`src/include/quad_ctrl_config.svh`:
```
`ifndef QUAD_CTRL_CONFIG_SVH
`define QUAD_CTRL_CONFIG_SVH

// Compute engines, two AWEs of four CEs
`define QC_NUM_CE           8

// Cycles in one 3x3 window
`define QC_WINDOW_CYCLES    9

// Counter and address widths
`define QC_ROW_W            10
`define QC_PFB_CNT_W        10
`define QC_SEQ_ADDR_W       12
`define QC_KERNEL_W         5

// Input rows held in the row buffer before execution
`define QC_PRIME_ROWS       3

// Sequence BRAM strobe to first CE execute
`define QC_SEQ_RD_LATENCY   3

`endif

```
`src/source/quad_ctrl_pkg.sv`:
```
`include "quad_ctrl_config.svh"

package quad_ctrl_pkg;

    // Input or output row/column index
    typedef logic [`QC_ROW_W-1:0]       row_idx_t;
    // Words left in the prefetch buffer
    typedef logic [`QC_PFB_CNT_W-1:0]   pfb_cnt_t;
    typedef logic [`QC_SEQ_ADDR_W-1:0]  seq_addr_t;
    // Position inside a 3x3 window
    typedef logic [3:0]                 win_cyc_t;
    typedef logic [`QC_KERNEL_W-1:0]    kernel_idx_t;
    // One bit per compute engine
    typedef logic [`QC_NUM_CE-1:0]      ce_mask_t;

    // Job control FSM
    typedef enum logic [2:0] {
        st_idle,
        st_prime,
        st_wait_fetch,
        st_active,
        st_wait_done,
        st_send_complete
    } job_state_t;

endpackage

```
`src/source/job_sequencer.sv`:
```
`timescale 1ns/10ps

`include "quad_ctrl_config.svh"

module job_sequencer
    import quad_ctrl_pkg::*;
(
    input  logic        clk,
    input  logic        rst,
    input  logic        job_start,
    input  logic        job_fetch_ack,
    input  logic        job_fetch_complete,
    input  logic        job_complete_ack,
    input  logic        pipeline_flushed,
    input  logic        pfb_empty,
    input  logic        prime_done,
    input  logic        rows_done,
    input  logic        job_outputs_done,
    input  logic        window_end,
    output job_state_t  state,
    output logic        job_accept,
    output logic        job_fetch_request,
    output logic        job_fetch_in_progress,
    output logic        job_complete
);

    job_state_t return_state;
    logic       job_fetch_acked;
    logic       job_complete_acked;

    // Fetch is in flight from ack to complete
    always_ff @(posedge clk) begin
        if (rst) begin
            job_fetch_in_progress <= 1'b0;
        end else if (job_fetch_complete) begin
            job_fetch_in_progress <= 1'b0;
        end else if (job_fetch_ack) begin
            job_fetch_in_progress <= 1'b1;
        end
    end

    ////////////////////////////////////////////////////////////////////////////
    // Job FSM
    ////////////////////////////////////////////////////////////////////////////

    always_ff @(posedge clk) begin
        if (rst) begin
            state              <= st_idle;
            return_state       <= st_idle;
            job_accept         <= 1'b0;
            job_fetch_request  <= 1'b0;
            job_fetch_acked    <= 1'b0;
            job_complete       <= 1'b0;
            job_complete_acked <= 1'b0;
        end else begin
            job_accept <= 1'b0;
            case (state)
                st_idle: begin
                    job_complete_acked <= 1'b0;
                    if (job_start) begin
                        job_accept <= 1'b1;
                        state      <= st_prime;
                    end
                end
                st_prime: begin
                    if (pfb_empty && !rows_done) begin
                        return_state <= st_prime;
                        state        <= st_wait_fetch;
                    end else if (prime_done) begin
                        state <= st_active;
                    end
                end
                st_wait_fetch: begin
                    // Request is held until the memory side acknowledges it
                    if (job_fetch_ack) begin
                        job_fetch_request <= 1'b0;
                        job_fetch_acked   <= 1'b1;
                    end else if (!job_fetch_acked && !job_fetch_in_progress) begin
                        job_fetch_request <= 1'b1;
                    end
                    if (job_fetch_complete) begin
                        job_fetch_acked <= 1'b0;
                        state           <= return_state;
                    end
                end
                st_active: begin
                    // Decisions only on a window boundary so no window is split
                    if (window_end) begin
                        if (rows_done && job_outputs_done) begin
                            state <= st_wait_done;
                        end else if (pfb_empty && !rows_done) begin
                            return_state <= st_active;
                            state        <= st_wait_fetch;
                        end
                    end
                end
                st_wait_done: begin
                    if (pipeline_flushed) begin
                        state <= st_send_complete;
                    end
                end
                st_send_complete: begin
                    if (job_complete_ack) begin
                        job_complete       <= 1'b0;
                        job_complete_acked <= 1'b1;
                        state              <= st_idle;
                    end else if (!job_complete_acked) begin
                        job_complete <= 1'b1;
                    end
                end
                default: begin
                    state <= st_idle;
                end
            endcase
        end
    end

    a_complete_in_send: assert property (@(posedge clk) disable iff (rst)
        job_complete |-> state == st_send_complete);

    // Request and transfer never overlap
    a_fetch_req_excl: assert property (@(posedge clk) disable iff (rst)
        !(job_fetch_request && job_fetch_in_progress));

endmodule

```
`src/source/pfb_row_reader.sv`:
```
`timescale 1ns/10ps

`include "quad_ctrl_config.svh"

module pfb_row_reader
    import quad_ctrl_pkg::*;
(
    input  logic        clk,
    input  logic        rst,
    input  job_state_t  state,
    input  logic        job_fetch_complete,
    input  pfb_cnt_t    pfb_full_count,
    input  row_idx_t    num_expd_input_cols,
    input  row_idx_t    num_expd_input_rows,
    output logic        pfb_rden,
    output logic        next_row,
    output row_idx_t    input_row,
    output row_idx_t    input_col,
    output logic        pfb_empty,
    output logic        prime_done,
    output logic        rows_done
);

    pfb_cnt_t pfb_count;
    logic     rd_window;
    logic     col_last;

    assign pfb_empty  = (pfb_count == '0);
    // Three rows loaded and the next fetch already sitting in the buffer
    assign prime_done = (input_row == row_idx_t'(`QC_PRIME_ROWS)) &&
                        (pfb_count == pfb_full_count);
    assign rows_done  = (input_row >= num_expd_input_rows);
    assign col_last   = (input_col == num_expd_input_cols - 1'b1);

    assign rd_window = ((state == st_prime) && !prime_done) || (state == st_active);
    assign pfb_rden  = rd_window && !pfb_empty;

    always_ff @(posedge clk) begin
        if (rst || state == st_idle) begin
            pfb_count <= '0;
        end else if (job_fetch_complete) begin
            pfb_count <= pfb_full_count;
        end else if (pfb_rden) begin
            pfb_count <= pfb_count - 1'b1;
        end
    end

    // Input row and column position
    always_ff @(posedge clk) begin
        if (rst || state == st_idle) begin
            input_row <= '0;
            input_col <= '0;
            next_row  <= 1'b0;
        end else begin
            next_row <= 1'b0;
            if (pfb_rden) begin
                if (col_last) begin
                    input_col <= '0;
                    input_row <= input_row + 1'b1;
                    next_row  <= 1'b1;
                end else begin
                    input_col <= input_col + 1'b1;
                end
            end
        end
    end

    // A refill only lands on a drained buffer
    a_refill_when_empty: assert property (@(posedge clk) disable iff (rst)
        job_fetch_complete |-> pfb_empty);

endmodule

```
`src/source/pix_seq_reader.sv`:
```
`timescale 1ns/10ps

`include "quad_ctrl_config.svh"

module pix_seq_reader
    import quad_ctrl_pkg::*;
(
    input  logic        clk,
    input  logic        rst,
    input  job_state_t  state,
    input  seq_addr_t   pix_seq_data_full_count,
    output logic        pix_seq_bram_rden,
    output seq_addr_t   pix_seq_bram_rdAddr,
    output win_cyc_t    cycle_counter,
    output logic        window_end
);

    localparam win_cyc_t win_last = win_cyc_t'(`QC_WINDOW_CYCLES - 1);

    seq_addr_t seq_remain;
    seq_addr_t rd_ptr;
    logic      rd_issue;
    logic      pass_end;

    // A read is issued here and seen on the BRAM port one cycle later
    assign rd_issue   = (state == st_active) && (seq_remain != '0);
    assign pass_end   = (state == st_active) && (seq_remain == '0);
    assign window_end = rd_issue && (cycle_counter == win_last);

    ////////////////////////////////////////////////////////////////////////////
    // Sequence BRAM read side
    ////////////////////////////////////////////////////////////////////////////

    always_ff @(posedge clk) begin
        if (rst) begin
            pix_seq_bram_rden   <= 1'b0;
            pix_seq_bram_rdAddr <= '0;
            seq_remain          <= '0;
            rd_ptr              <= '0;
        end else begin
            pix_seq_bram_rden <= rd_issue;
            if (rd_issue) begin
                pix_seq_bram_rdAddr <= rd_ptr;
            end
            // Count is ready on entry to active, refilled after each row pass.
            // A fetch pause in the middle of a pass resumes where it stopped.
            if (state == st_prime || pass_end) begin
                seq_remain <= pix_seq_data_full_count;
                rd_ptr     <= '0;
            end else if (rd_issue) begin
                seq_remain <= seq_remain - 1'b1;
                rd_ptr     <= rd_ptr + 1'b1;
            end
        end
    end

    // Position within the current window
    always_ff @(posedge clk) begin
        if (rst || state == st_prime) begin
            cycle_counter <= '0;
        end else if (rd_issue) begin
            if (cycle_counter == win_last) begin
                cycle_counter <= '0;
            end else begin
                cycle_counter <= cycle_counter + 1'b1;
            end
        end
    end

endmodule

```
`src/source/ce_dispatch.sv`:
```
`timescale 1ns/10ps

`include "quad_ctrl_config.svh"

module ce_dispatch
    import quad_ctrl_pkg::*;
(
    input  logic        clk,
    input  logic        rst,
    input  job_state_t  state,
    input  logic        pix_seq_bram_rden,
    input  logic        window_end,
    input  kernel_idx_t num_kernels,
    input  row_idx_t    num_output_cols,
    input  row_idx_t    num_output_rows,
    output ce_mask_t    ce_execute,
    output ce_mask_t    next_kernel,
    output logic        ctrl_last_kernel,
    output logic        job_outputs_done
);

    // Last stage of the latency is the ce_execute[0] flop itself
    localparam int rd_dly_len = `QC_SEQ_RD_LATENCY - 1;

    logic [rd_dly_len-1:0] rd_dly;
    kernel_idx_t           kernel_group;
    row_idx_t              output_row;
    row_idx_t              output_col;
    logic                  row_end;

    assign row_end          = (output_col == num_output_cols - 1'b1);
    assign ctrl_last_kernel = (kernel_group == num_kernels);
    assign job_outputs_done = row_end && (output_row == num_output_rows - 1'b1);

    ////////////////////////////////////////////////////////////////////////////
    // CE fan-out, one engine per cycle
    ////////////////////////////////////////////////////////////////////////////

    always_ff @(posedge clk) begin
        if (rst) begin
            rd_dly      <= '0;
            ce_execute  <= '0;
            next_kernel <= '0;
        end else begin
            rd_dly[0] <= pix_seq_bram_rden;
            for (int i = 1; i < rd_dly_len; i++) begin
                rd_dly[i] <= rd_dly[i-1];
            end
            ce_execute  <= {ce_execute[`QC_NUM_CE-2:0], rd_dly[rd_dly_len-1]};
            next_kernel <= {next_kernel[`QC_NUM_CE-2:0], window_end && row_end};
        end
    end

    // Kernel group and output position, stepped per window
    always_ff @(posedge clk) begin
        if (rst || state == st_idle) begin
            kernel_group <= '0;
            output_row   <= '0;
            output_col   <= '0;
        end else if (window_end) begin
            if (ctrl_last_kernel) begin
                kernel_group <= '0;
            end else begin
                kernel_group <= kernel_group + 1'b1;
            end
            if (row_end) begin
                output_col <= '0;
                output_row <= output_row + 1'b1;
            end else begin
                output_col <= output_col + 1'b1;
            end
        end
    end

    // No window arrives once the last output row is done
    a_no_window_past_end: assert property (@(posedge clk) disable iff (rst)
        window_end |-> output_row < num_output_rows);

endmodule

```
`src/source/quad_bram_ctrl.sv`:
```
`timescale 1ns/10ps

`include "quad_ctrl_config.svh"

module quad_bram_ctrl
    import quad_ctrl_pkg::*;
(
    input  logic        clk,
    input  logic        rst,
    input  logic        job_start,
    input  logic        job_fetch_ack,
    input  logic        job_fetch_complete,
    input  logic        job_complete_ack,
    input  logic        pipeline_flushed,
    input  row_idx_t    num_expd_input_cols,
    input  row_idx_t    num_expd_input_rows,
    input  row_idx_t    num_output_rows,
    input  row_idx_t    num_output_cols,
    input  pfb_cnt_t    pfb_full_count,
    input  seq_addr_t   pix_seq_data_full_count,
    input  kernel_idx_t num_kernels,
    output logic        job_accept,
    output logic        job_fetch_request,
    output logic        job_fetch_in_progress,
    output logic        job_complete,
    output logic        pfb_rden,
    output logic        next_row,
    output logic        pix_seq_bram_rden,
    output logic        ctrl_last_kernel,
    output job_state_t  state,
    output row_idx_t    input_row,
    output row_idx_t    input_col,
    output seq_addr_t   pix_seq_bram_rdAddr,
    output win_cyc_t    cycle_counter,
    output ce_mask_t    ce_execute,
    output ce_mask_t    next_kernel
);

    logic pfb_empty;
    logic prime_done;
    logic rows_done;
    logic window_end;
    logic job_outputs_done;

    ////////////////////////////////////////////////////////////////////////////
    // Job control
    ////////////////////////////////////////////////////////////////////////////

    job_sequencer i_job_sequencer (
        .clk                    (clk),
        .rst                    (rst),
        .job_start              (job_start),
        .job_fetch_ack          (job_fetch_ack),
        .job_fetch_complete     (job_fetch_complete),
        .job_complete_ack       (job_complete_ack),
        .pipeline_flushed       (pipeline_flushed),
        .pfb_empty              (pfb_empty),
        .prime_done             (prime_done),
        .rows_done              (rows_done),
        .job_outputs_done       (job_outputs_done),
        .window_end             (window_end),
        .state                  (state),
        .job_accept             (job_accept),
        .job_fetch_request      (job_fetch_request),
        .job_fetch_in_progress  (job_fetch_in_progress),
        .job_complete           (job_complete)
    );

    ////////////////////////////////////////////////////////////////////////////
    // Memory side readers and CE fan-out
    ////////////////////////////////////////////////////////////////////////////

    pfb_row_reader i_pfb_row_reader (
        .clk                    (clk),
        .rst                    (rst),
        .state                  (state),
        .job_fetch_complete     (job_fetch_complete),
        .pfb_full_count         (pfb_full_count),
        .num_expd_input_cols    (num_expd_input_cols),
        .num_expd_input_rows    (num_expd_input_rows),
        .pfb_rden               (pfb_rden),
        .next_row               (next_row),
        .input_row              (input_row),
        .input_col              (input_col),
        .pfb_empty              (pfb_empty),
        .prime_done             (prime_done),
        .rows_done              (rows_done)
    );

    pix_seq_reader i_pix_seq_reader (
        .clk                        (clk),
        .rst                        (rst),
        .state                      (state),
        .pix_seq_data_full_count    (pix_seq_data_full_count),
        .pix_seq_bram_rden          (pix_seq_bram_rden),
        .pix_seq_bram_rdAddr        (pix_seq_bram_rdAddr),
        .cycle_counter              (cycle_counter),
        .window_end                 (window_end)
    );

    ce_dispatch i_ce_dispatch (
        .clk                (clk),
        .rst                (rst),
        .state              (state),
        .pix_seq_bram_rden  (pix_seq_bram_rden),
        .window_end         (window_end),
        .num_kernels        (num_kernels),
        .num_output_cols    (num_output_cols),
        .num_output_rows    (num_output_rows),
        .ce_execute         (ce_execute),
        .next_kernel        (next_kernel),
        .ctrl_last_kernel   (ctrl_last_kernel),
        .job_outputs_done   (job_outputs_done)
    );

endmodule

```
`config.mk`:
```
export PLATFORM = sky130hd
export DESIGN_NAME = quad_bram_ctrl
export DESIGN_NICKNAME = d
export VERILOG_FILES = /design/src/source/quad_ctrl_pkg.sv /design/src/source/job_sequencer.sv /design/src/source/pfb_row_reader.sv /design/src/source/pix_seq_reader.sv /design/src/source/ce_dispatch.sv /design/src/source/quad_bram_ctrl.sv
export VERILOG_INCLUDE_DIRS = /design/src /design/src/include
export SDC_FILE = /design/constraint.sdc
export NUM_CORES = 1
export LEC_CHECK = 0
export BUFFER_PORTS_ARGS = -buffer_cell sky130_fd_sc_hd__buf_2
export CAP_MARGIN = 5
export CORE_MARGIN = 3
export CORE_UTILIZATION = 35
export DETAILED_ROUTE_END_ITERATION = 10
export PLACE_DENSITY_LB_ADDON = 0.08
export SLEW_MARGIN = 20
export SYNTH_ARGS = -nofsm -noshare
export SYNTH_HDL_FRONTEND = slang
export SYNTH_SLANG_ARGS = --single-unit
export TNS_END_PERCENT = 5
```
`constraint.sdc`:
```
create_clock -name clk -period 4.7 [get_ports clk]
set_input_delay 0.235 -clock clk [delete_from_list [all_inputs] [get_ports clk]]
set_output_delay 0.235 -clock clk [all_outputs]
set_load 0.02 [all_outputs]
```
# ---- After elaboration in Yosys (flattened, before gate mapping)
# Index checks and enable logic that the tools add are counted.
dict set report totals {
  regBits 127
  output_inout_bits 63
}
dict set report classes {
  add_sub_neg 12
  n_lt_le_gt_ge 1
  eq_ne 23
  n_mux 33
  n_bitwise 2
  reduce_logical 42
}
# op n
set ops {}
lappend ops {{adder 10 x 1 -> 10 bit, second input constant} 4}
lappend ops {{equality test 10 bit} 4}
lappend ops {{two-way mux 10 bit} 4}
lappend ops {{subtractor 10 x 1 -> 10 bit, second input constant} 4}
lappend ops {{two-way mux 3 bit} 13}
lappend ops {{two-way mux 12 bit} 2}
lappend ops {{one-hot mux 3 bit (6 select lines)} 1}
lappend ops {{adder 12 x 1 -> 12 bit, second input constant} 1}
lappend ops {{zero test 12 bit} 1}
lappend ops {{inequality test 2 bit, second input constant} 6}
lappend ops {{AND reduction 2 bit} 6}
lappend ops {{nonzero test 12 bit} 1}
lappend ops {{nonzero test 2 bit} 6}
lappend ops {{subtractor 12 x 1 -> 12 bit, second input constant} 1}
lappend ops {{logical AND 1 bit} 11}
lappend ops {{equality test 10 x 2 -> 1 bit, second input constant} 1}
lappend ops {{greater-or-equal comparator 10 bit} 1}
lappend ops {{zero test 10 bit} 1}
lappend ops {{two-way mux 1 bit} 9}
lappend ops {{OR reduction 2 bit} 4}
lappend ops {{AND reduction 7 bit} 1}
lappend ops {{equality test 3 x 2 -> 1 bit, second input constant} 2}
lappend ops {{equality test 3 bit, second input constant} 2}
lappend ops {{inequality test 2 x 1 -> 1 bit, second input constant} 3}
lappend ops {{15 further kinds} 24}

# ---- Longest topological paths before layout
dict set report logic_depth {
  word_depth 8
  mapped_depth 11
  ltp_nobuf 9
}

# ---- Modules after synthesis
# A second synthesis with hierarchy kept.
dict set report unflattened {
  cells_unflattened 932
  area_unflattened_um2 7616.1
}
# module n_inst cells_each area_per_inst_um2 seq_area_each_um2
set by_module_without_submodules {}
lappend by_module_without_submodules {pfb_row_reader 1 312 2399.8 620.6}
lappend by_module_without_submodules {ce_dispatch 1 278 2369.8 860.8}
lappend by_module_without_submodules {pix_seq_reader 1 274 2264.7 820.8}
lappend by_module_without_submodules {job_sequencer 1 68 581.8 220.2}

# ---- Worst setup path after synthesis
# Ideal clock, no wire load.
dict set report synth_timing {
  path_kind {reg-to-reg}
  from {reg i_pfb_row_reader.input_row[1]}
  to {reg i_pfb_row_reader.input_col[7]}
  setup_time_ps 124
  arrival_time_ps 2652
  t_required_ps 4576
  path_slack_ps 1924
  path_stages_with_launch 11
  path_buffers 1
  path_cell_list {dfxtp_1 > ha_1 > nor4b_1 > nand4_1 > or4_1 > nand3_1 > clkinv_1 > clkbuf_1 > nand4_1 > xor2_1 > nor2_1}
}
dict set report synth_via {
  elab_chain_cells 6
}
# item line
set synth_lines {}
lappend synth_lines {{start: declaration} pfb_row_reader.sv:17} ;# output row_idx_t input_row,
lappend synth_lines {{start signal: assignment} pfb_row_reader.sv:59} ;# input_row <= input_row + 1'b1;
lappend synth_lines {{equality test 10 x 2 -> 1 bit} pfb_row_reader.sv:30} ;# assign prime_done = (input_row == row_idx_t'(`QC_PRIME_ROWS)) &&
lappend synth_lines {{logical AND 1 bit} pfb_row_reader.sv:30}
lappend synth_lines {{zero test 1 bit} pfb_row_reader.sv:35} ;# assign rd_window = ((state == st_prime) && !prime_done) || (state == st_active);
lappend synth_lines {{logical AND 1 bit} pfb_row_reader.sv:35}
lappend synth_lines {{logical OR 1 bit} pfb_row_reader.sv:35}
lappend synth_lines {{logical AND 1 bit} pfb_row_reader.sv:36} ;# assign pfb_rden = rd_window && !pfb_empty;
lappend synth_lines {{via pfb_rden} quad_bram_ctrl.sv:26} ;# output logic pfb_rden,
lappend synth_lines {{end signal: assignment} pfb_row_reader.sv:62} ;# input_col <= input_col + 1'b1;
lappend synth_lines {{end: declaration} pfb_row_reader.sv:18} ;# output row_idx_t input_col,
# The timed path passes the listed nets, and every way through them passes these cells.
# A chain may end at the register's enable or synchronous reset.

# ---- Worst setup path in the final report
dict set report layout_timing {
  from {reg i_pfb_row_reader.input_row[1]}
  to {out pfb_rden}
}
dict set report layout_via {
  elab_chain_cells 6
}
# item line
set layout_lines {}
lappend layout_lines {{equality test 10 x 2 -> 1 bit} pfb_row_reader.sv:30}
lappend layout_lines {{logical AND 1 bit} pfb_row_reader.sv:30}
lappend layout_lines {{zero test 1 bit} pfb_row_reader.sv:35}
lappend layout_lines {{logical AND 1 bit} pfb_row_reader.sv:35}
lappend layout_lines {{logical OR 1 bit} pfb_row_reader.sv:35}
lappend layout_lines {{logical AND 1 bit} pfb_row_reader.sv:36}
lappend layout_lines {{end: declaration} quad_bram_ctrl.sv:26}
# No other way between the ends.

==> key figures <==
Route
  – 1st-pass router iterations: 5
  – Vias: ~6300
  – Post-route ant nets: 0
  – Drt wl/cell: ~14 um
  – 1st-iter DRT viols: around 210
  – Final WL: ~18000 um
  – Vias per Instance: between 5 and 6
  – DRC errors left: 0

Synthesis
  – Syn Area/Cell: 8.10 um^2
  – Mapped Cells: 857
  – Main synth FF type: dfxtp_1
  – Post-synthesis net count: ~960
  – Sequential cell area fraction in the yosys report: ~36%
  – Synth Cell Area: 6940 um^2
  – EDFF count, synth: 0
  – Synth unique cells: 67
  – Synth Register Bits: between 100 and 150
  – YS warnings: 0
  – Async SR Flop Fraction: 0%

Timing
  – Tcrit/Tclk final: a little under three quarters
  – Setup Total Neg Slack: 0 ns
  – RSZ-0062 raised after global routing: false
  – Worst Tran Pin Value: ~0.84 ns
  – Final Max Slew Viols: 0
  – Clk_skew: between 0.007 and 0.008 ns
  – Final hold vios: 0
  – Worst relative slew slack: a little over two fifths
  – Fmax: 0.299 GHz
  – Fin crit period: about 3.3 ns
  – Setup violators final: 0

Power
  – P_sw: about 1300 uW
  – Worst VDD drop: around 260 uV
  – Leak pwr: between 0.003 and 0.004 uW
  – Comb power frac: between 30% and 40%
  – Seq pwr share: approximately 35%
  – PwrDens: around 440 nW/um^2
  – Clock network fraction of design power: 34.2%
  – Switching share of total power: 35.5%
  – Internal power: between 2000 and 2500 uW

Floorplanning
  – Num rows: 50
  – IO Pins: about 140
  – Core Area: about 19000 um^2
  – Die span in y: roughly 150 um
  – Initial Util: between 30% and 40%
  – Die area: 21600 um^2
  – Die width: approximately 150 um

Place
  – Placed cell area: about 7900 um^2
  – Routability cong.: between 0.8 and 0.9
  – PortBufs: ~140
  – HPWL after DPL: 13000 um

Critical path
  – Crit path DAT: 3.11 ns
  – Setup Crit Path Kind: flip-flop to output pin
  – CP max-delay cell: clkinv_1
  – R2R depth: 9
  – CP max FO: 17
  – Worst path required time: around 4.5 ns
  – Critical Path Start Type: flip-flop
  – Max stage delay on crit path: approximately 0.5 ns
  – Worst setup EP type: output pin
  – CP cell instances: ha_1 -> nor4b_1 -> nand4_1 -> or4_1 -> nand3_1 -> clkinv_1 -> buf_2

Finish
  – Commonest non-fill, non-tap cell in the layout: buf_2
  – Final nets: 1080
  – Post-Layout Inst Area: roughly 8400 um^2
  – # diodes: 0
  – P&R area growth vs syn: 21.2%
  – Share of layout cells above drive strength 1: a little under a fifth
  – Commonest non-fill, non-tap cells in the layout: buf_2 (136), dfxtp_1 (126), nand2_1 (95)
  – Fillers: ~2000

Clock tree
  – Cts bufs inserted: 17
  – CTS resizes: 0
  – Hold_buf cts: 0
  – # clock sinks: 126
  – Clk root buf: clkbuf_16
  – CTS tree: done
  – Setup Fix Bufs, Post-CTS: 0
  – H-tree Lvls: 4
  – Clk Latency, worst-skew pair: between 0.4 and 0.5 ns
  – Max clock buf depth: 2
  – Reg clk slew, reported paths: 0.06 ns

Global route
  – Vias in the first global route: between 5000 and 6000
  – Pin count of the biggest net entering global routing: between 70 and 80
  – Initial antenna violation count: 0
  – Aggregate global routing overflow: 0
  – Global-route wire length before repair: between 20000 and 30000 um
  – Tot GR Track Use: ~16%

Min path
  – Worst Hold Class: input pin to flip-flop
  – Worst Hold Depth: 2

Outcome
  – Status: complete, no violations

Job
  – Max-Cap Viols: 0
cells in the mapped netlist, types with 5 or more instances:
cell | count | area, um^2
dfxtp_1 | 126 | 2520
nand2_1 | 95 | 357
nor2_1 | 88 | 330
a21oi_1 | 54 | 270
xnor2_1 | 47 | 412
xor2_1 | 46 | 403
o21ai_0 | 36 | 180
clkbuf_1 | 35 | 131
inv_1 | 34 | 128
nor3_1 | 25 | 125
ha_1 | 24 | 300
nand3_1 | 24 | 120
nand4_1 | 24 | 150
nor2b_1 | 24 | 150
or3_1 | 21 | 131
nor4_1 | 14 | 87.6
or4_1 | 12 | 90.1
mux2i_1 | 10 | 100
and3_1 | 9 | 56.3
a211oi_1 | 7 | 52.6
a31oi_1 | 7 | 43.8
and2_1 | 6 | 37.5
o211ai_1 | 6 | 45.0
a21o_1 | 5 | 37.5
nand2b_1 | 5 | 31.3
or2_2 | 5 | 31.3
per-layer routing:
metal | vias up | GRT usage, % | wire length, um
met1 | 2921 | 22.2 | 8490
met2 | 139 | 26.2 | 8230
li1 | 3271 | - | -
met5 | - | 0 | 0
met3 | 12 | 4.41 | 1050
met4 | 0 | 3.86 | 129
layout make-up:
cell class              count  area, um^2  area share, %
clock inverters             7        87.6           1.04
inverters                  35         131           1.56
repair buffers            143         733           8.72
flip-flops and latches    126        2520           30.0
multi-input cells         659        4150           49.3
well taps                 260         325           3.87
clock buffers              25         465           5.53
through the flow:
| stage | utilization (%) | hold WS [ns] | worst slack [ns] | instances | power, uW |
|---|---|---|---|---|---|
| global placement | 41.2 | 0.416 | 1.60 | 1223 | 2460 |
| finish | 44.1 | 0.0357 | 1.36 | 1255 | 3680 |
| detailed placement | 41.2 | 0.427 | 1.57 | 1223 | 2450 |
| global route | 44.1 | 0.0365 | 1.03 | 1255 | 3940 |
| floorplan | - | 0.332 | 1.92 | 857 | 2130 |
| CTS | 44.1 | 0.0121 | 1.28 | 1255 | 3740 |
path summary, 6_finish.rpt:
kind / start / to / slack, ns
worst max register to register: i_pix_seq_reader.seq_remain[0] / i_ce_dispatch.output_row[8] / 1.63
worst min-delay path: job_fetch_ack / i_job_sequencer.job_fetch_request / 0.04
worst max-delay path: i_pfb_row_reader.input_row[1] / pfb_rden / 1.36
worst min register to register: i_ce_dispatch.rd_dly[1] / i_ce_dispatch.ce_execute[0] / 0.44
power groups by stage:
stage	Clock, uW	Sequential [uW]	Combinational, uW
after floorplan	0	1280	849
after global placement	0	1290	1170
after detailed placement	0	1290	1160
after CTS	1300	1270	1170
after global routing	1340	1280	1320
final	1260	1270	1150
cells by family after synthesis:
kind of cell    share of synthesized area (%)
compound gates                           14.9
simple gates                             27.2
mux                                      1.44
flops                                    36.4
buf+inv                                  4.00
xor+xnor                                 11.7
fa+ha+maj                                4.33
registers in the layout (all words and copies together) (netlist names), 2 cells and up:
name,count
i_pfb_row_reader.input_row,10
i_pfb_row_reader.input_col,10
i_ce_dispatch.output_col,10
i_pix_seq_reader.pix_seq_bram_rdAddr,12
i_job_sequencer.state,3
i_ce_dispatch.ce_execute,8
i_ce_dispatch.next_kernel,8
i_pix_seq_reader.rd_ptr,12
i_ce_dispatch.rd_dly,2
i_job_sequencer.return_state,2
i_pfb_row_reader.pfb_count,10
i_ce_dispatch.kernel_group,5
i_pix_seq_reader.cycle_counter,4
i_ce_dispatch.output_row,10
i_pix_seq_reader.seq_remain,12
critical path: cells and delay by family, from the launching register on:
| kind | cells | cell delay (ns) |
|---|---|---|
| adders and majority gates | 1 | 0.29 |
| DFF | 1 | 0.40 |
| and+or+nand+nor | 4 | 1.16 |
| buffers and inverters | 2 | 0.83 |
(Power assumes the default switching activity.)
